--- src/logic/smc_config.svh ---
// SMC strobe generator configuration, field widths and the wait-state count split
`ifndef SMC_CONFIG_SVH
`define SMC_CONFIG_SVH

//----------------------------------------
// Controller state encoding
//----------------------------------------
`define SMC_STATE_WIDTH 5       // One-hot, five states

//----------------------------------------
// Access and timing fields
//----------------------------------------
`define SMC_BE_WIDTH 4          // Byte lanes on the external bus

// Edge-timing store fields and the write-edge counter
`define SMC_EDGE_WIDTH 2

`define SMC_WS_WIDTH 8          // Wait-state store and count

// Low bits of the wait-state value, compared against the edge fields
// The remaining upper bits are the coarse part
`define SMC_WS_FINE_WIDTH 2

`endif

--- src/logic/smc_pkg.sv ---
// SMC strobe generator shared types, controller states and grouped bus fields
`include "smc_config.svh"

package smc_pkg;

   //----------------------------------------
   // Controller state, one-hot
   //----------------------------------------
   typedef enum logic [`SMC_STATE_WIDTH-1:0]
   {
      SMC_IDLE  = 5'b00001,
      SMC_LE    = 5'b00010,   // Leading edge
      SMC_RW    = 5'b00100,   // Read/write strobe active
      SMC_STORE = 5'b01000,
      SMC_FLOAT = 5'b10000    // Bus turnaround
   } smc_state_e;

   //----------------------------------------
   // Access request from the bus side
   //----------------------------------------
   typedef struct packed
   {
      logic                     valid_access;   // Request strobe
      logic                     n_read;         // Low for read
      logic                     cs;
      logic [`SMC_BE_WIDTH-1:0] n_be;           // Active low byte enables
   } smc_access_t;

   // Stored edge timing, loaded by the controller per access
   typedef struct packed
   {
      logic [`SMC_EDGE_WIDTH-1:0] wele_store;   // Write leading edge
      logic [`SMC_EDGE_WIDTH-1:0] wete_store;   // Write trailing edge
      logic [`SMC_EDGE_WIDTH-1:0] oete_store;   // Output enable trailing edge
      logic [`SMC_WS_WIDTH-1:0]   ws_store;
   } smc_timing_store_t;

   // Running counters
   typedef struct packed
   {
      logic [`SMC_EDGE_WIDTH-1:0] wele_count;
      logic [`SMC_WS_WIDTH-1:0]   ws_count;
   } smc_timing_count_t;

   // Direction and chip select held over a cycle or burst
   typedef struct packed
   {
      logic n_r_read;
      logic r_cs;
   } smc_cycle_attr_t;

   // External strobes, all active low
   typedef struct packed
   {
      logic                     n_rd;
      logic                     n_ext_oe;
      logic [`SMC_BE_WIDTH-1:0] n_we;
      logic                     n_wr;
   } smc_ext_strobe_t;

endpackage

--- src/logic/smc_cycle_latch.sv ---
// SMC cycle latch, holds direction and chip select over a burst and flags busy
`timescale 1ns/1ps

module smc_cycle_latch
   import smc_pkg::*;
(
   input  logic            sys_clk,
   input  logic            n_sys_reset,
   input  smc_access_t     access,
   input  logic            smc_done,
   input  logic            mac_done,
   input  smc_state_e      next_state,
   output smc_cycle_attr_t cycle_attr,
   output logic            busy
);

   logic burst_end;   // Last access of the burst done

   assign burst_end = smc_done & mac_done & ~access.valid_access;

   //----------------------------------------
   // Direction and chip select
   //----------------------------------------
   always_ff @(posedge sys_clk or negedge n_sys_reset)
   begin
      if (!n_sys_reset)
      begin
         cycle_attr <= '0;
      end
      else if (access.valid_access)
      begin
         cycle_attr.n_r_read <= access.n_read;   // New access
         cycle_attr.r_cs     <= access.cs;
      end
      else if (burst_end)
      begin
         cycle_attr <= '0;
      end
   end

   // Busy whenever the controller leaves idle
   always_ff @(posedge sys_clk or negedge n_sys_reset)
   begin
      if (!n_sys_reset)
      begin
         busy <= 1'b0;
      end
      else
      begin
         busy <= (next_state != SMC_IDLE);
      end
   end

   //----------------------------------------
   // Checks
   //----------------------------------------
   // Controller heading for idle must not raise busy
   busy_rise_from_active: assert property (
      @(posedge sys_clk) disable iff (!n_sys_reset)
      $rose(busy) |-> ($past(next_state) != SMC_IDLE)
   )
   else
      $error("busy rose while next_state was SMC_IDLE");

endmodule

--- src/logic/smc_write_strobe.sv ---
// SMC write strobe block, registered byte write enables, write strobe and bus output enable
`timescale 1ns/1ps
`include "smc_config.svh"

module smc_write_strobe
   import smc_pkg::*;
(
   input  logic                     sys_clk,
   input  logic                     n_sys_reset,
   input  smc_access_t              access,
   input  logic                     n_r_read,
   input  smc_state_e               next_state,
   output logic [`SMC_BE_WIDTH-1:0] n_we,
   output logic                     n_wr,
   output logic                     n_ext_oe
);

   logic new_write;    // Write requested this cycle
   logic held_write;   // Write continuing from the latched direction
   logic not_store;
   logic write_cond;
   logic oe_cond;

   assign new_write  = access.valid_access & access.n_read;
   assign held_write = ~access.valid_access & n_r_read;
   assign not_store  = (next_state != SMC_STORE);

   assign write_cond = not_store & (new_write | held_write);

   // Drivers released once the controller returns to idle
   assign oe_cond = not_store &
                    (new_write | (held_write & (next_state != SMC_IDLE)));

   //----------------------------------------
   // Write strobes
   //----------------------------------------
   always_ff @(posedge sys_clk or negedge n_sys_reset)
   begin
      if (!n_sys_reset)
      begin
         n_we <= '1;
         n_wr <= 1'b1;
      end
      else if (write_cond)
      begin
         n_we <= access.n_be;   // Per-lane enables
         n_wr <= 1'b0;
      end
      else
      begin
         n_we <= '1;
         n_wr <= 1'b1;
      end
   end

   // External bus drivers
   always_ff @(posedge sys_clk or negedge n_sys_reset)
   begin
      if (!n_sys_reset)
      begin
         n_ext_oe <= 1'b1;
      end
      else
      begin
         n_ext_oe <= ~oe_cond;
      end
   end

   // No byte lane may be enabled without the write strobe
   we_within_wr: assert property (
      @(posedge sys_clk) disable iff (!n_sys_reset)
      n_wr |-> (n_we == '1)
   )
   else
      $error("n_we active while n_wr is high");

endmodule

--- src/logic/smc_full_cycle.sv ---
// SMC full-cycle flag, decides whether the coming write strobe spans a whole clock
`timescale 1ns/1ps
`include "smc_config.svh"

module smc_full_cycle
   import smc_pkg::*;
(
   input  logic              sys_clk,
   input  logic              n_sys_reset,
   input  smc_state_e        cur_state,
   input  smc_state_e        next_state,
   input  logic              valid_access,
   input  logic              smc_done,
   input  smc_timing_store_t store,
   input  smc_timing_count_t count,
   output logic              full
);

   //----------------------------------------
   // Wait-state splits
   //----------------------------------------
   logic [`SMC_WS_FINE_WIDTH-1:0]             cnt_fine;
   logic [`SMC_WS_WIDTH-1:`SMC_WS_FINE_WIDTH] cnt_coarse;
   logic [`SMC_WS_FINE_WIDTH-1:0]             st_fine;
   logic [`SMC_WS_WIDTH-1:`SMC_WS_FINE_WIDTH] st_coarse;

   logic [`SMC_EDGE_WIDTH-1:0] wete_plus;   // Trailing edge one cycle later

   logic wele_short;     // Leading edge counter nearly expired
   logic cnt_late;       // Trailing edge before the end of the wait count
   logic cnt_late_next;
   logic store_late;     // Same test on the stored wait states
   logic long_wait;
   logic full_next;

   assign cnt_fine   = count.ws_count[`SMC_WS_FINE_WIDTH-1:0];
   assign cnt_coarse = count.ws_count[`SMC_WS_WIDTH-1:`SMC_WS_FINE_WIDTH];
   assign st_fine    = store.ws_store[`SMC_WS_FINE_WIDTH-1:0];
   assign st_coarse  = store.ws_store[`SMC_WS_WIDTH-1:`SMC_WS_FINE_WIDTH];

   assign wete_plus = store.wete_store + `SMC_EDGE_WIDTH'(1);

   assign wele_short    = (count.wele_count < `SMC_EDGE_WIDTH'(2));
   assign cnt_late      = (store.wete_store < cnt_fine) | (cnt_coarse != '0);
   assign cnt_late_next = (wete_plus < cnt_fine) | (cnt_coarse != '0);
   assign store_late    = (store.wete_store < st_fine) | (st_coarse != '0);
   assign long_wait     = (count.ws_count > `SMC_WS_WIDTH'(4));

   //----------------------------------------
   // Decision per current state
   //----------------------------------------
   always_comb
   begin
      full_next = 1'b0;
      if (next_state == SMC_RW)
      begin
         case (cur_state)
            SMC_LE:
               full_next = cnt_late & wele_short;
            SMC_STORE:
               full_next = cnt_late & (count.wele_count == '0);   // Stricter edge count
            SMC_RW, SMC_FLOAT:
            begin
               if (valid_access)
                  full_next = 1'b0;   // Fresh access restarts timing
               else if (smc_done)
                  full_next = store_late & (store.wele_store == '0);
               else if (store.wete_store == `SMC_EDGE_WIDTH'(3))
                  full_next = long_wait & wele_short;
               else
                  full_next = cnt_late_next & wele_short;
            end
            default:
               full_next = 1'b0;   // Idle never starts a full write
         endcase
      end
   end

   always_ff @(posedge sys_clk or negedge n_sys_reset)
   begin
      if (!n_sys_reset)
      begin
         full <= 1'b0;
      end
      else
      begin
         full <= full_next;
      end
   end

   // Controller state register must stay one-hot
   cur_state_onehot: assert property (
      @(posedge sys_clk) disable iff (!n_sys_reset)
      $onehot(cur_state)
   )
   else
      $error("cur_state is not one-hot");

endmodule

--- src/logic/smc_read_strobe.sv ---
// SMC read strobe, registered and timed against the output-enable trailing edge
`timescale 1ns/1ps
`include "smc_config.svh"

module smc_read_strobe
   import smc_pkg::*;
(
   input  logic                     sys_clk,
   input  logic                     n_sys_reset,
   input  smc_state_e               cur_state,
   input  smc_state_e               next_state,
   input  smc_access_t              access,
   input  logic                     n_r_read,
   input  smc_timing_store_t        store,
   input  logic [`SMC_WS_WIDTH-1:0] ws_count,
   output logic                     n_rd
);

   logic [`SMC_WS_FINE_WIDTH-1:0]             st_fine;
   logic [`SMC_WS_WIDTH-1:`SMC_WS_FINE_WIDTH] st_coarse;
   logic [`SMC_WS_FINE_WIDTH-1:0]             cnt_fine;
   logic [`SMC_WS_WIDTH-1:`SMC_WS_FINE_WIDTH] cnt_coarse;

   logic from_setup;     // Entering RW from LE or STORE
   logic store_window;   // Read strobe may run, judged on the stored wait states
   logic count_window;   // Same, judged on the running count
   logic n_rd_next;

   assign st_fine    = store.ws_store[`SMC_WS_FINE_WIDTH-1:0];
   assign st_coarse  = store.ws_store[`SMC_WS_WIDTH-1:`SMC_WS_FINE_WIDTH];
   assign cnt_fine   = ws_count[`SMC_WS_FINE_WIDTH-1:0];
   assign cnt_coarse = ws_count[`SMC_WS_WIDTH-1:`SMC_WS_FINE_WIDTH];

   assign from_setup = (cur_state == SMC_LE) | (cur_state == SMC_STORE);

   assign store_window = (store.oete_store <= st_fine) | (st_coarse != '0) |
                         (store.ws_store == '0);
   assign count_window = (store.oete_store < cnt_fine) | (cnt_coarse != '0) |
                         (ws_count == '0);

   //----------------------------------------
   // Read strobe
   //----------------------------------------
   always_comb
   begin
      n_rd_next = 1'b1;
      if (next_state == SMC_RW)
      begin
         if (access.valid_access)
            n_rd_next = access.n_read;   // Direction of the new access
         else if (from_setup)
            n_rd_next = store_window ? n_r_read : 1'b1;
         else
            n_rd_next = count_window ? n_r_read : 1'b1;
      end
   end

   always_ff @(posedge sys_clk or negedge n_sys_reset)
   begin
      if (!n_sys_reset)
      begin
         n_rd <= 1'b1;
      end
      else
      begin
         n_rd <= n_rd_next;
      end
   end

   // Strobe only follows an RW state
   rd_only_in_rw: assert property (
      @(posedge sys_clk) disable iff (!n_sys_reset)
      ($past(next_state) != SMC_RW) |-> n_rd
   )
   else
      $error("n_rd low without next_state SMC_RW");

endmodule

--- src/logic/smc_strobe_top.sv ---
// SMC strobe generator top, connects cycle latch, write, full-cycle and read blocks
`timescale 1ns/1ps
`include "smc_config.svh"

module smc_strobe_top
   import smc_pkg::*;
(
   input  logic              sys_clk,
   input  logic              n_sys_reset,
   input  smc_state_e        cur_state,
   input  smc_state_e        next_state,
   input  smc_access_t       access,
   input  smc_timing_store_t store,
   input  smc_timing_count_t count,
   input  logic              smc_done,
   input  logic              mac_done,
   output smc_cycle_attr_t   cycle_attr,
   output logic              busy,
   output logic              full,
   output smc_ext_strobe_t   ext_strobe
);

   logic [`SMC_BE_WIDTH-1:0] n_we;
   logic                     n_wr;
   logic                     n_ext_oe;
   logic                     n_rd;

   //----------------------------------------
   // Blocks
   //----------------------------------------
   smc_cycle_latch smc_cycle_latch_inst (
      .sys_clk     (sys_clk),
      .n_sys_reset (n_sys_reset),
      .access      (access),
      .smc_done    (smc_done),
      .mac_done    (mac_done),
      .next_state  (next_state),
      .cycle_attr  (cycle_attr),
      .busy        (busy)
   );

   smc_write_strobe smc_write_strobe_inst (
      .sys_clk     (sys_clk),
      .n_sys_reset (n_sys_reset),
      .access      (access),
      .n_r_read    (cycle_attr.n_r_read),   // Latched direction
      .next_state  (next_state),
      .n_we        (n_we),
      .n_wr        (n_wr),
      .n_ext_oe    (n_ext_oe)
   );

   smc_full_cycle smc_full_cycle_inst (
      .sys_clk      (sys_clk),
      .n_sys_reset  (n_sys_reset),
      .cur_state    (cur_state),
      .next_state   (next_state),
      .valid_access (access.valid_access),
      .smc_done     (smc_done),
      .store        (store),
      .count        (count),
      .full         (full)
   );

   smc_read_strobe smc_read_strobe_inst (
      .sys_clk     (sys_clk),
      .n_sys_reset (n_sys_reset),
      .cur_state   (cur_state),
      .next_state  (next_state),
      .access      (access),
      .n_r_read    (cycle_attr.n_r_read),
      .store       (store),
      .ws_count    (count.ws_count),
      .n_rd        (n_rd)
   );

   // Bundle the external strobes
   assign ext_strobe = '{n_rd: n_rd, n_ext_oe: n_ext_oe, n_we: n_we, n_wr: n_wr};

endmodule

--- config.mk ---
export PLATFORM = sky130hd
export DESIGN_NAME = smc_strobe_top
export DESIGN_NICKNAME = d
export VERILOG_FILES = /design/src/logic/smc_pkg.sv /design/src/logic/smc_cycle_latch.sv /design/src/logic/smc_write_strobe.sv /design/src/logic/smc_full_cycle.sv /design/src/logic/smc_read_strobe.sv /design/src/logic/smc_strobe_top.sv
export VERILOG_INCLUDE_DIRS = /design/src /design/src/logic
export SDC_FILE = /design/constraint.sdc
export NUM_CORES = 1
export LEC_CHECK = 0
export BUFFER_PORTS_ARGS = -buffer_cell sky130_fd_sc_hd__buf_2
export CAP_MARGIN = 20
export CORE_AREA = 3 3 53 55
export CTS_CLUSTER_DIAMETER = 200
export DETAILED_ROUTE_END_ITERATION = 7
export DIE_AREA = 0 0 56 58
export GPL_TIMING_DRIVEN = 0
export PLACE_DENSITY = 0.72
export SLEW_MARGIN = 5
export SYNTH_ARGS = -nofsm -noshare
export SYNTH_HDL_FRONTEND = slang
export SYNTH_SLANG_ARGS = --single-unit
--- constraint.sdc ---
create_clock -name sys_clk -period 1 [get_ports sys_clk]
set_input_delay 0.1 -clock sys_clk [delete_from_list [all_inputs] [get_ports sys_clk]]
set_output_delay 0.1 -clock sys_clk [all_outputs]
set_load 0.02 [all_outputs]
; Word-level counts from Yosys, hierarchy flattened
; Cells that the tools add are included.
[classes]
add_sub_neg = 1
reduce_logical = 8
bitwise_logic = 24
n_mux = 14
magnitude_cmp = 7
eq_ne = 8
[op_table]
columns = op, count
row1 = $logic_not A8 Y1, 2
row2 = $and A1 B1 Y1, 12
row3 = $reduce_bool A6 Y1, 2
row4 = $eq A5 B3 Y1 const B, 2
row5 = $mux W1, 10
row6 = $or A1 B1 Y1, 10
row7 = $gt A8 B3 Y1 const B, 1
row8 = $lt A2 B2 Y1, 4
row9 = $eq A5 B2 Y1 const B, 1
row10 = $eq A5 B4 Y1 const B, 1
row11 = $eq A5 B5 Y1 const B, 1
row12 = $ne A5 B1 Y1 const B, 1
row13 = $ne A5 B4 Y1 const B, 1
row14 = $logic_not A2 Y1, 2
row15 = $mux W2, 2
row16 = $mux W4, 1
row17 = $pmux W1 S3, 1
row18 = $add A2 B1 Y2 const B, 1
row19 = $eq A2 B2 Y1 const B, 1
row20 = $le A2 B2 Y1, 1
row21 = $lt A2 B2 Y1 const B, 1
row22 = $not A1 Y1, 2
row23 = $reduce_bool A2 Y1, 1
row24 = $reduce_or A2 Y1, 1
[totals]
input_bits = 45
out_inout_bits = 11
word_cells = 70
register_bits = 11

; Logic depth before layout (Yosys ltp)
; Gate-level depths: netlist of the first run.
[logic_depth]
ltp_word = 9
mapped_depth = 7

; Hierarchy
; From an unflattened synthesis of the first run, not the netlist that was laid out.
[hier_totals]
cells_unflattened = 90
hier_area_um2 = 860.8
[by_module_without_submodules]
columns = mod, n_inst, cells_per_inst, area_each_um2
row1 = smc_full_cycle, 1, 34, 275.3
row2 = smc_write_strobe, 1, 18, 240.2
row3 = smc_read_strobe, 1, 25, 200.2
row4 = smc_cycle_latch, 1, 10, 122.6
row5 = smc_strobe_top, 1, 3, 22.5

; Least setup slack after synthesis of the first run
; Ideal clock, no wire load.
[synth_path]
kind = input -> register
startpoint = input port store[10] (netlist bit)
endpoint = register smc_full_cycle_inst.full
stages = 6
setup_time_ns = 0.066
required_ns = 0.934
setup_slack_ns = -0.220
n_path_buf = 0
arrival_ns = 1.154
path_cell_list = ha_1 > ha_1 > a21oi_1 > nor4_2 > a211o_1 > nand2_1
[synth_via]
elab_chain_len = 9
[synth_rtl]
columns = item, line_no
row1 = "start, declared", smc_strobe_top.sv:13  ; input smc_timing_store_t store,
row2 = $add A2 B1 Y2, smc_full_cycle.sv:41  ; assign wete_plus = store.wete_store + `SMC_EDGE_WIDTH'(1);
row3 = $lt A2 B2 Y1, smc_full_cycle.sv:45  ; assign cnt_late_next = (wete_plus < cnt_fine) | (cnt_coarse != '0);
row4 = $or A1 B1 Y1, smc_full_cycle.sv:45
row5 = $and A1 B1 Y1, smc_full_cycle.sv:71  ; full_next = cnt_late_next & wele_short;
row6 = $mux W1, smc_full_cycle.sv:68  ; else if (store.wete_store == `SMC_EDGE_WIDTH'(3))
row7 = $mux W1, smc_full_cycle.sv:66  ; else if (smc_done)
row8 = $mux W1, smc_full_cycle.sv:64  ; if (valid_access)
row9 = $pmux W1 S3 *, smc_full_cycle.sv:57  ; case (cur_state)
row10 = $mux W1 *, smc_full_cycle.sv:55  ; if (next_state == SMC_RW)
row11 = named net smc_full_cycle_inst.full_next, smc_full_cycle.sv:34  ; logic full_next;
row12 = "end signal, assigned", smc_full_cycle.sv:87  ; full <= full_next;
row13 = "end, declared", smc_full_cycle.sv:16  ; output logic full
; The timed path passes the listed nets; every way through them passes the cells marked *.
; A chain may end at the register's enable or synchronous reset.

; Worst setup path after layout of the first run
[layout_path]
startpoint = input port store[11] (netlist bit)
endpoint = register smc_full_cycle_inst.full
; Same word-level chain as after synthesis.

==> metrics.csv, run 1 <==
metric,value,unit
grt_use_total,14.51,%
first_pass_iters,4,
hold_class,in2reg,
timing.rr.end,smc_read_strobe_inst.n_rd,
drc,0,
hold_path_depth,2,
ios,56,
required,1.14,ns
final.min_clock_period,1.046,ns
ys.flop_type,dfstp_2,
grt_max_degree,12,
fmax,0.9559,GHz
yosys-top-cells-area,"dfstp_2 (21%), dfrtp_1 (12%), ha_1 (10%), nand2b_1 (5.8%), nor4_4 (4.9%)",
max-cap-violations,0,
stdcell_count,179,
p_int,867.2,µW
synth_area_per_cell,9.714,µm²
violations,negative setup slack,
initial_core_util,35.55,%
place_inst,174,
synth-compound-area-share,16.35,%
synth_common_cells,"nand2b_1 (8), dfstp_2 (7), ha_1 (7), inv_1 (7), nand2_1 (7)",
crit_path_end_kind,register,
setup.worst_path.class,in2reg,
synth_top_area_share,21.27,%
cp_num_buf_inv,1,
clock_path_buffers,2,
synth_seq_cells,11,
clk_pin_slew,0.07,ns
die_height,58,µm
worstPathArrival,1.18,ns
ff2ff_setup_slack,-0.03,ns
path_cells,"buf_8, ha_4, ha_4, a21oi_2, nor4_2, a211o_1, nand2_1",
finalWirelength,2284,µm
cpMostUsedCell,ha_4,
dieArea,3248,µm²
drv_slew,0,
drt_iter0_drc,10,
synth_cell_type_count,30,
synth-adder-area-share,10.13,%
pwr-share-clk,23.0,%
clk_latency,0.26,ns
routed_via_density,4.944,
holdCritStartpoint,access[3],
grt_pass1_wl,3698,µm
r2r.worst_path.cells,3,
final_nets,202,
crit_family,adder cells,
p_per_area,906.5,nW/µm²
critPathMaxFanout,2,
grt_pass1_vias,899,
total_power,1228,µW
combPwrFrac,36.3,%
synthXorXnorAreaFrac,1.013,%
critPathLaunchType,input pin,
tightest_slew,0.4903,ns
overflow,0,
tritoncts,done,
final.setup_skew,0.004306,ns
die_x,56,µm
cts.sinks,11,
synth.area.mux_share,0,%
async_reset_ff_share,100.0,%
swShare,29.40,%
cts_root_buf,clkbuf_4,
status,"finished, violations left",
leakage,0.0006183,µW
numCtsBuffers,3,
n_antenna_cell,0,
wl_per_cell,12.76,µm
htree_levels,1,
holdPathEnd,smc_write_strobe_inst.n_we[3],
setup_tns,-0.1114,ns
synth_top_family_by_area,simple AND/OR/NAND/NOR gates,
port_buffers,55,
drive_above_1_share,59.73,%
finalWorstSetupSlack,-0.04613,ns
area_delta_synth_final,56.73,%
yosysSeqAreaShare,32.85,%
synth-simple-area-share,33.14,%
power_frac_seq,40.7,%
critPathSlowestCell,ha_4,
fin_crit_sh,104.6,%
dpl.hpwl,1830,µm
synthCells,89,
gp_congestion,0.7751,
ir_drop,540.7,µV
finalSetupViolCount,4,
syn_area,864.6,µm²
max_stage_delay,0.26,ns
yosysMostFrequentCell,nand2b_1,
rsz0062_at_grt,true,
antenna_found_initial,0,
synth-edff-count,0,
maxSlewHeadroom,67.06,%
synthesis.nets,141,
yosys_warnings,0,
fp-row-count,18,
dp_slack,-0.3786,ns
power.switching,361.1,µW
hold_viol_final,0,
antenna_left,0,
yosysTopAreaCell,dfstp_2,
vias,885,
timing.rr.start,smc_cycle_latch_inst.cycle_attr[1],
holdWs,0.03422,ns
coreArea,2432,µm²
[per-layer routing]
layer,track usage [%],wire (µm)
met3,2.895,198
met1,14.66,806
met5,0,0
met4,6.441,11
met2,28.55,1267
[area by class of cell]
type / count / area [µm²]
fill: 239 / 1077
multi-input combinational: 67 / 595.6
timing repair buffer: 59 / 374.1
sequential: 11 / 284.0
tap: 30 / 37.54
clock buffer: 4 / 26.28
inverter: 7 / 26.28
buffer: 1 / 11.26
[registers in the layout (all words and copies together) (netlist names)]
register                         count
smc_write_strobe_inst.n_ext_oe       1
smc_write_strobe_inst.n_wr           1
smc_write_strobe_inst.n_we           4
smc_read_strobe_inst.n_rd            1
smc_full_cycle_inst.full             1
smc_cycle_latch_inst.busy            1
smc_cycle_latch_inst.cycle_attr      2
[kinds of logic (layout without fill, tap and decap cells)]
kind of cell	after synthesis	after routing
flip-flops	11	11
AND/OR/NAND/NOR	40	40
AO/OA/AOI/OAI	19	19
XOR/XNOR	1	1
buffers and inverters	11	71
adder cells (fa/ha/maj)	7	7
[stage by stage]
| stage | utilization [%] | instance area, µm² |
|---|---|---|
| final | 55.71 | 1355 |
| after global routing | 55.71 | 1355 |
| after CTS | 54.84 | 1334 |
| after detailed placement | 49.59 | 1206 |
| after global placement | 49.59 | 1206 |
| after floorplan | - | 893.4 |
[power by group through the flow]
| stage | Sequential [µW] | Clock [µW] | Combinational, µW |
|---|---|---|---|
| after global routing | 503 | 318 | 489 |
| after floorplan | 521 | 0 | 174 |
| final | 500 | 282 | 446 |
| after CTS | 500 | 298 | 430 |
| after global placement | 502 | 0 | 365 |
| after detailed placement | 502 | 0 | 378 |
[timing repair]
item,in CTS,in global routing
pin swaps,5,2
endpoints found under the setup margin,15,16
hold buffers,1,0
resized for setup,26,5
hold endpoints to repair,11,0
setup buffers,2,1
[worst max-delay path by stage]
stage	startpoint	endpoint	slack (ns)	cells after the start
3_5_place_dp	store[10]	smc_full_cycle_inst.full	-0.38	7
3_3_place_gp	store[10]	smc_full_cycle_inst.full	-0.36	7
4_1_cts	store[11]	smc_full_cycle_inst.full	-0.04	7
2_1_floorplan	store[10]	smc_full_cycle_inst.full	-0.17	6
5_1_grt	store[11]	smc_full_cycle_inst.full	-0.08	7
6_report	store[11]	smc_full_cycle_inst.full	-0.05	7
[placed cells by master, fill, tap and decap left out, drive strengths merged]
| cell | synthesis | routed |
|---|---|---|
| a2111oi | 1 | 1 |
| a211o | 1 | 1 |
| a21oi | 4 | 4 |
| a2bb2oi | 1 | 1 |
| a31o | 1 | 1 |
| a32oi | 1 | 1 |
| buf | 4 | 59 |
| clkbuf | 0 | 4 |
| dfrtp | 4 | 4 |
| dfstp | 7 | 7 |
| dlygate4sd3 | 0 | 1 |
| ha | 7 | 7 |
| inv | 7 | 7 |
| nand2 | 8 | 8 |
| nand2b | 11 | 11 |
| nand3 | 2 | 2 |
| nand3b | 1 | 1 |
| nand4 | 2 | 2 |
| nand4b | 1 | 1 |
| nor2 | 4 | 4 |
| nor2b | 2 | 2 |
| nor3 | 2 | 2 |
| nor4 | 7 | 7 |
| o2111ai | 2 | 2 |
| o21ai | 7 | 7 |
| o22ai | 1 | 1 |
| xor2 | 1 | 1 |
Note: power is estimated with default switching activity, not from simulation.
==> run 2: changes to the inputs <==
GPL_TIMING_DRIVEN = not set   (was 0)
==> run 2 against run 1 <==
The run still ends with negative setup slack left; design area up 4.2%; clock-buffer cell count unchanged; flip-flop and latch count unchanged; highest routed layer unchanged; via count up 4.3%; non-clock buffer count up 9; first-iteration DRC count down 40%; utilization up 2.3 points; clock skew down 0.0015 ns; combinational power up 2%; largest power group unchanged.
==> metrics.csv, run 2 (synthesis gave the netlist of run 1 again) <==
metric,value,unit,change
grt_pass1_vias,915,,was 899
antenna_left,0,,unchanged
post_dp_cell_area,1266,µm²,was 1206 µm²
final_nets,211,,was 202
r2r.worst_path.cells,4,,was 3
dieArea,3248,µm²,unchanged
htree_levels,1,,unchanged
cp-startpoint,store[11],,unchanged
numCtsBuffers,3,,unchanged
path_cells,"buf_8, ha_4, ha_4, a21oi_2, nor4_2, a211o_1, nand2_1",,unchanged
initial_core_util,35.55,%,unchanged
cpMostUsedCell,ha_4,,unchanged
ir_drop,537.0,µV,was 540.7 µV
critPathSlowestCell,ha_4,,unchanged
area_delta_synth_final,63.24,%,was 56.73%
met3_wirelength,193,µm,was 198 µm
critPathLaunchType,input pin,,unchanged
dp_slack,-0.3709,ns,was -0.3786 ns
die_height,58,µm,unchanged
holdCritStartpoint,access[1],,was access[3]
finalSetupViolCount,3,,was 4
overflow,0,,unchanged
grt_max_degree,12,,unchanged
ios,56,,unchanged
clk_pin_slew,0.07,ns,about the same
grt_use_total,13.90,%,was 14.51%
drc,0,,unchanged
status,"finished, violations left",,unchanged
timing.rr.end,smc_write_strobe_inst.n_we[2],,was smc_read_strobe_inst.n_rd
rsz0062_at_grt,true,,unchanged
total_power,1249,µW,was 1228 µW
cts_root_buf,clkbuf_4,,unchanged
max-cap-violations,0,,unchanged
drv_slew,0,,unchanged
finalWirelength,2290,µm,was 2284 µm
tritoncts,done,,unchanged
violations,negative setup slack,,unchanged
drive_above_1_share,62.66,%,was 59.73%
holdWs,0.03145,ns,was 0.03422 ns
dpl.hpwl,1979,µm,was 1830 µm
largest-register,smc_write_strobe_inst.n_we,,unchanged
hold_path_depth,2,,unchanged
wl_per_cell,12.18,µm,was 12.76 µm
fin_crit_sh,103.5,%,was 104.6%
finalWorstSetupSlack,-0.03492,ns,was -0.04613 ns
largest_reg_flops,4,,unchanged
hold_class,in2reg,,unchanged
first_pass_iters,2,,was 4
drt-met1-wl,797,µm,was 806 µm
final.setup_skew,0.002827,ns,was 0.004306 ns
drt_iter0_drc,6,,was 10
antenna_found_initial,0,,unchanged
worstPathArrival,1.18,ns,about the same
final_cell_mix,"buf_2 (45), buf_4 (15), nand2b_1 (8)",,"was buf_2 (45), buf_6 (10), nand2b_1 (8), dfstp_2 (7), nand2_1 (6)"
required,1.15,ns,was 1.14 ns
die_x,56,µm,unchanged
grt_pass1_wl,3615,µm,was 3698 µm
nFillCells,224,,was 239
hold_viol_final,0,,unchanged
maxSlewHeadroom,75.66,%,was 67.06%
met2_length,1245,µm,was 1267 µm
ff2ff_setup_slack,0.04,ns,was -0.03 ns
fmax,0.9663,GHz,was 0.9559 GHz
setup.worst_path.class,in2reg,,unchanged
p_per_area,884.9,nW/µm²,was 906.5 nW/µm²
clock_path_buffers,2,,unchanged
top_regs,"smc_write_strobe_inst.n_we (4), smc_cycle_latch_inst.cycle_attr (2)",,unchanged
stdcell_area,1411,µm²,was 1355 µm²
clk_latency,0.26,ns,about the same
final.min_clock_period,1.035,ns,was 1.046 ns
critPathMaxFanout,3,,was 2
final_common_cell,buf_2,,unchanged
gp_congestion,0.8075,,was 0.7751
holdPathEnd,smc_write_strobe_inst.n_we[1],,was smc_write_strobe_inst.n_we[3]
crit_path_end_kind,register,,unchanged
max_stage_delay,0.26,ns,about the same
tightest_slew,0.3618,ns,was 0.4903 ns
leakage,0.0006544,µW,was 0.0006183 µW
port_buffers,55,,unchanged
top_layer_used,met4,,unchanged
routed_via_density,4.910,,was 4.944
n_antenna_cell,0,,unchanged
vias,923,,was 885
cts.sinks,11,,unchanged
coreArea,2432,µm²,unchanged
fp-row-count,18,,unchanged
timing.rr.start,smc_cycle_latch_inst.cycle_attr[1],,unchanged
==> run 2: cell count changes in the layout (fill, tap and decap cells not counted), sizes merged <==
| cell | previous run | this run |
|---|---|---|
| buf | 59 | 68 |
==> run 2: worst max path at each step <==
stage | to | cells after the start
5_1_grt | smc_write_strobe_inst.n_we[2] | 4
3_5_place_dp | smc_full_cycle_inst.full | 7
2_1_floorplan | smc_full_cycle_inst.full | 6
3_3_place_gp | smc_full_cycle_inst.full | 7
6_report | smc_full_cycle_inst.full | 7
4_1_cts | smc_full_cycle_inst.full | 7
==> run 2: through the flow <==
step	util, %	TNS, ns	instances
2_1_floorplan	-	-0.1743	89
3_3_place_gp	52.06	-0.5424	182
3_5_place_dp	52.06	-0.6830	182
4_1_cts	55.76	-0.1142	187
5_1_grt	58.02	-0.4813	188
6_report	58.02	-0.03971	188
==> run 2: cell type report <==
type / count / area, µm² / share of cell area (%)
sequential: 11 / 284.0 / 20.12
multi-input combinational: 67 / 593.1 / 42.02
tap: 30 / 37.54 / 2.660
timing repair buffer: 69 / 441.7 / 31.29
inverter: 7 / 28.78 / 2.039
clock buffer: 4 / 26.28 / 1.862
==> run 2: worst max-delay path: cells and delay by family <==
family	cells	cell delay, ns
and+or+nand+nor	2	0.28
buffers and inverters	1	0.10
AOI/OAI and AO/OA	2	0.19
adders and majority gates	2	0.49
==> run 2: power breakdown <==
part | total (µW) | leakage (µW) | switching [µW] | internal, µW
clock network | 295 | 0.0000150 | 141 | 154
registers | 499 | 0.000122 | 14.5 | 485
logic | 455 | 0.000518 | 215 | 240
total | 1250 | 0.000654 | 370 | 879
==> run 2: per-layer routing <==
metal	up-vias	GRT usage [%]
met5	-	0
met4	0	6.102
met3	7	2.673
met2	40	26.88
met1	415	14.50
li1	461	-
==> run 2: timing repair <==
action                     in CTS  in global routing
pin swaps                       5                  5
resized for setup              17                 10
hold endpoints to repair       11                  0
cloned                          0                  0
hold buffers                    1                  0
buffers inserted                0                  1
setup endpoints to repair       8                 15
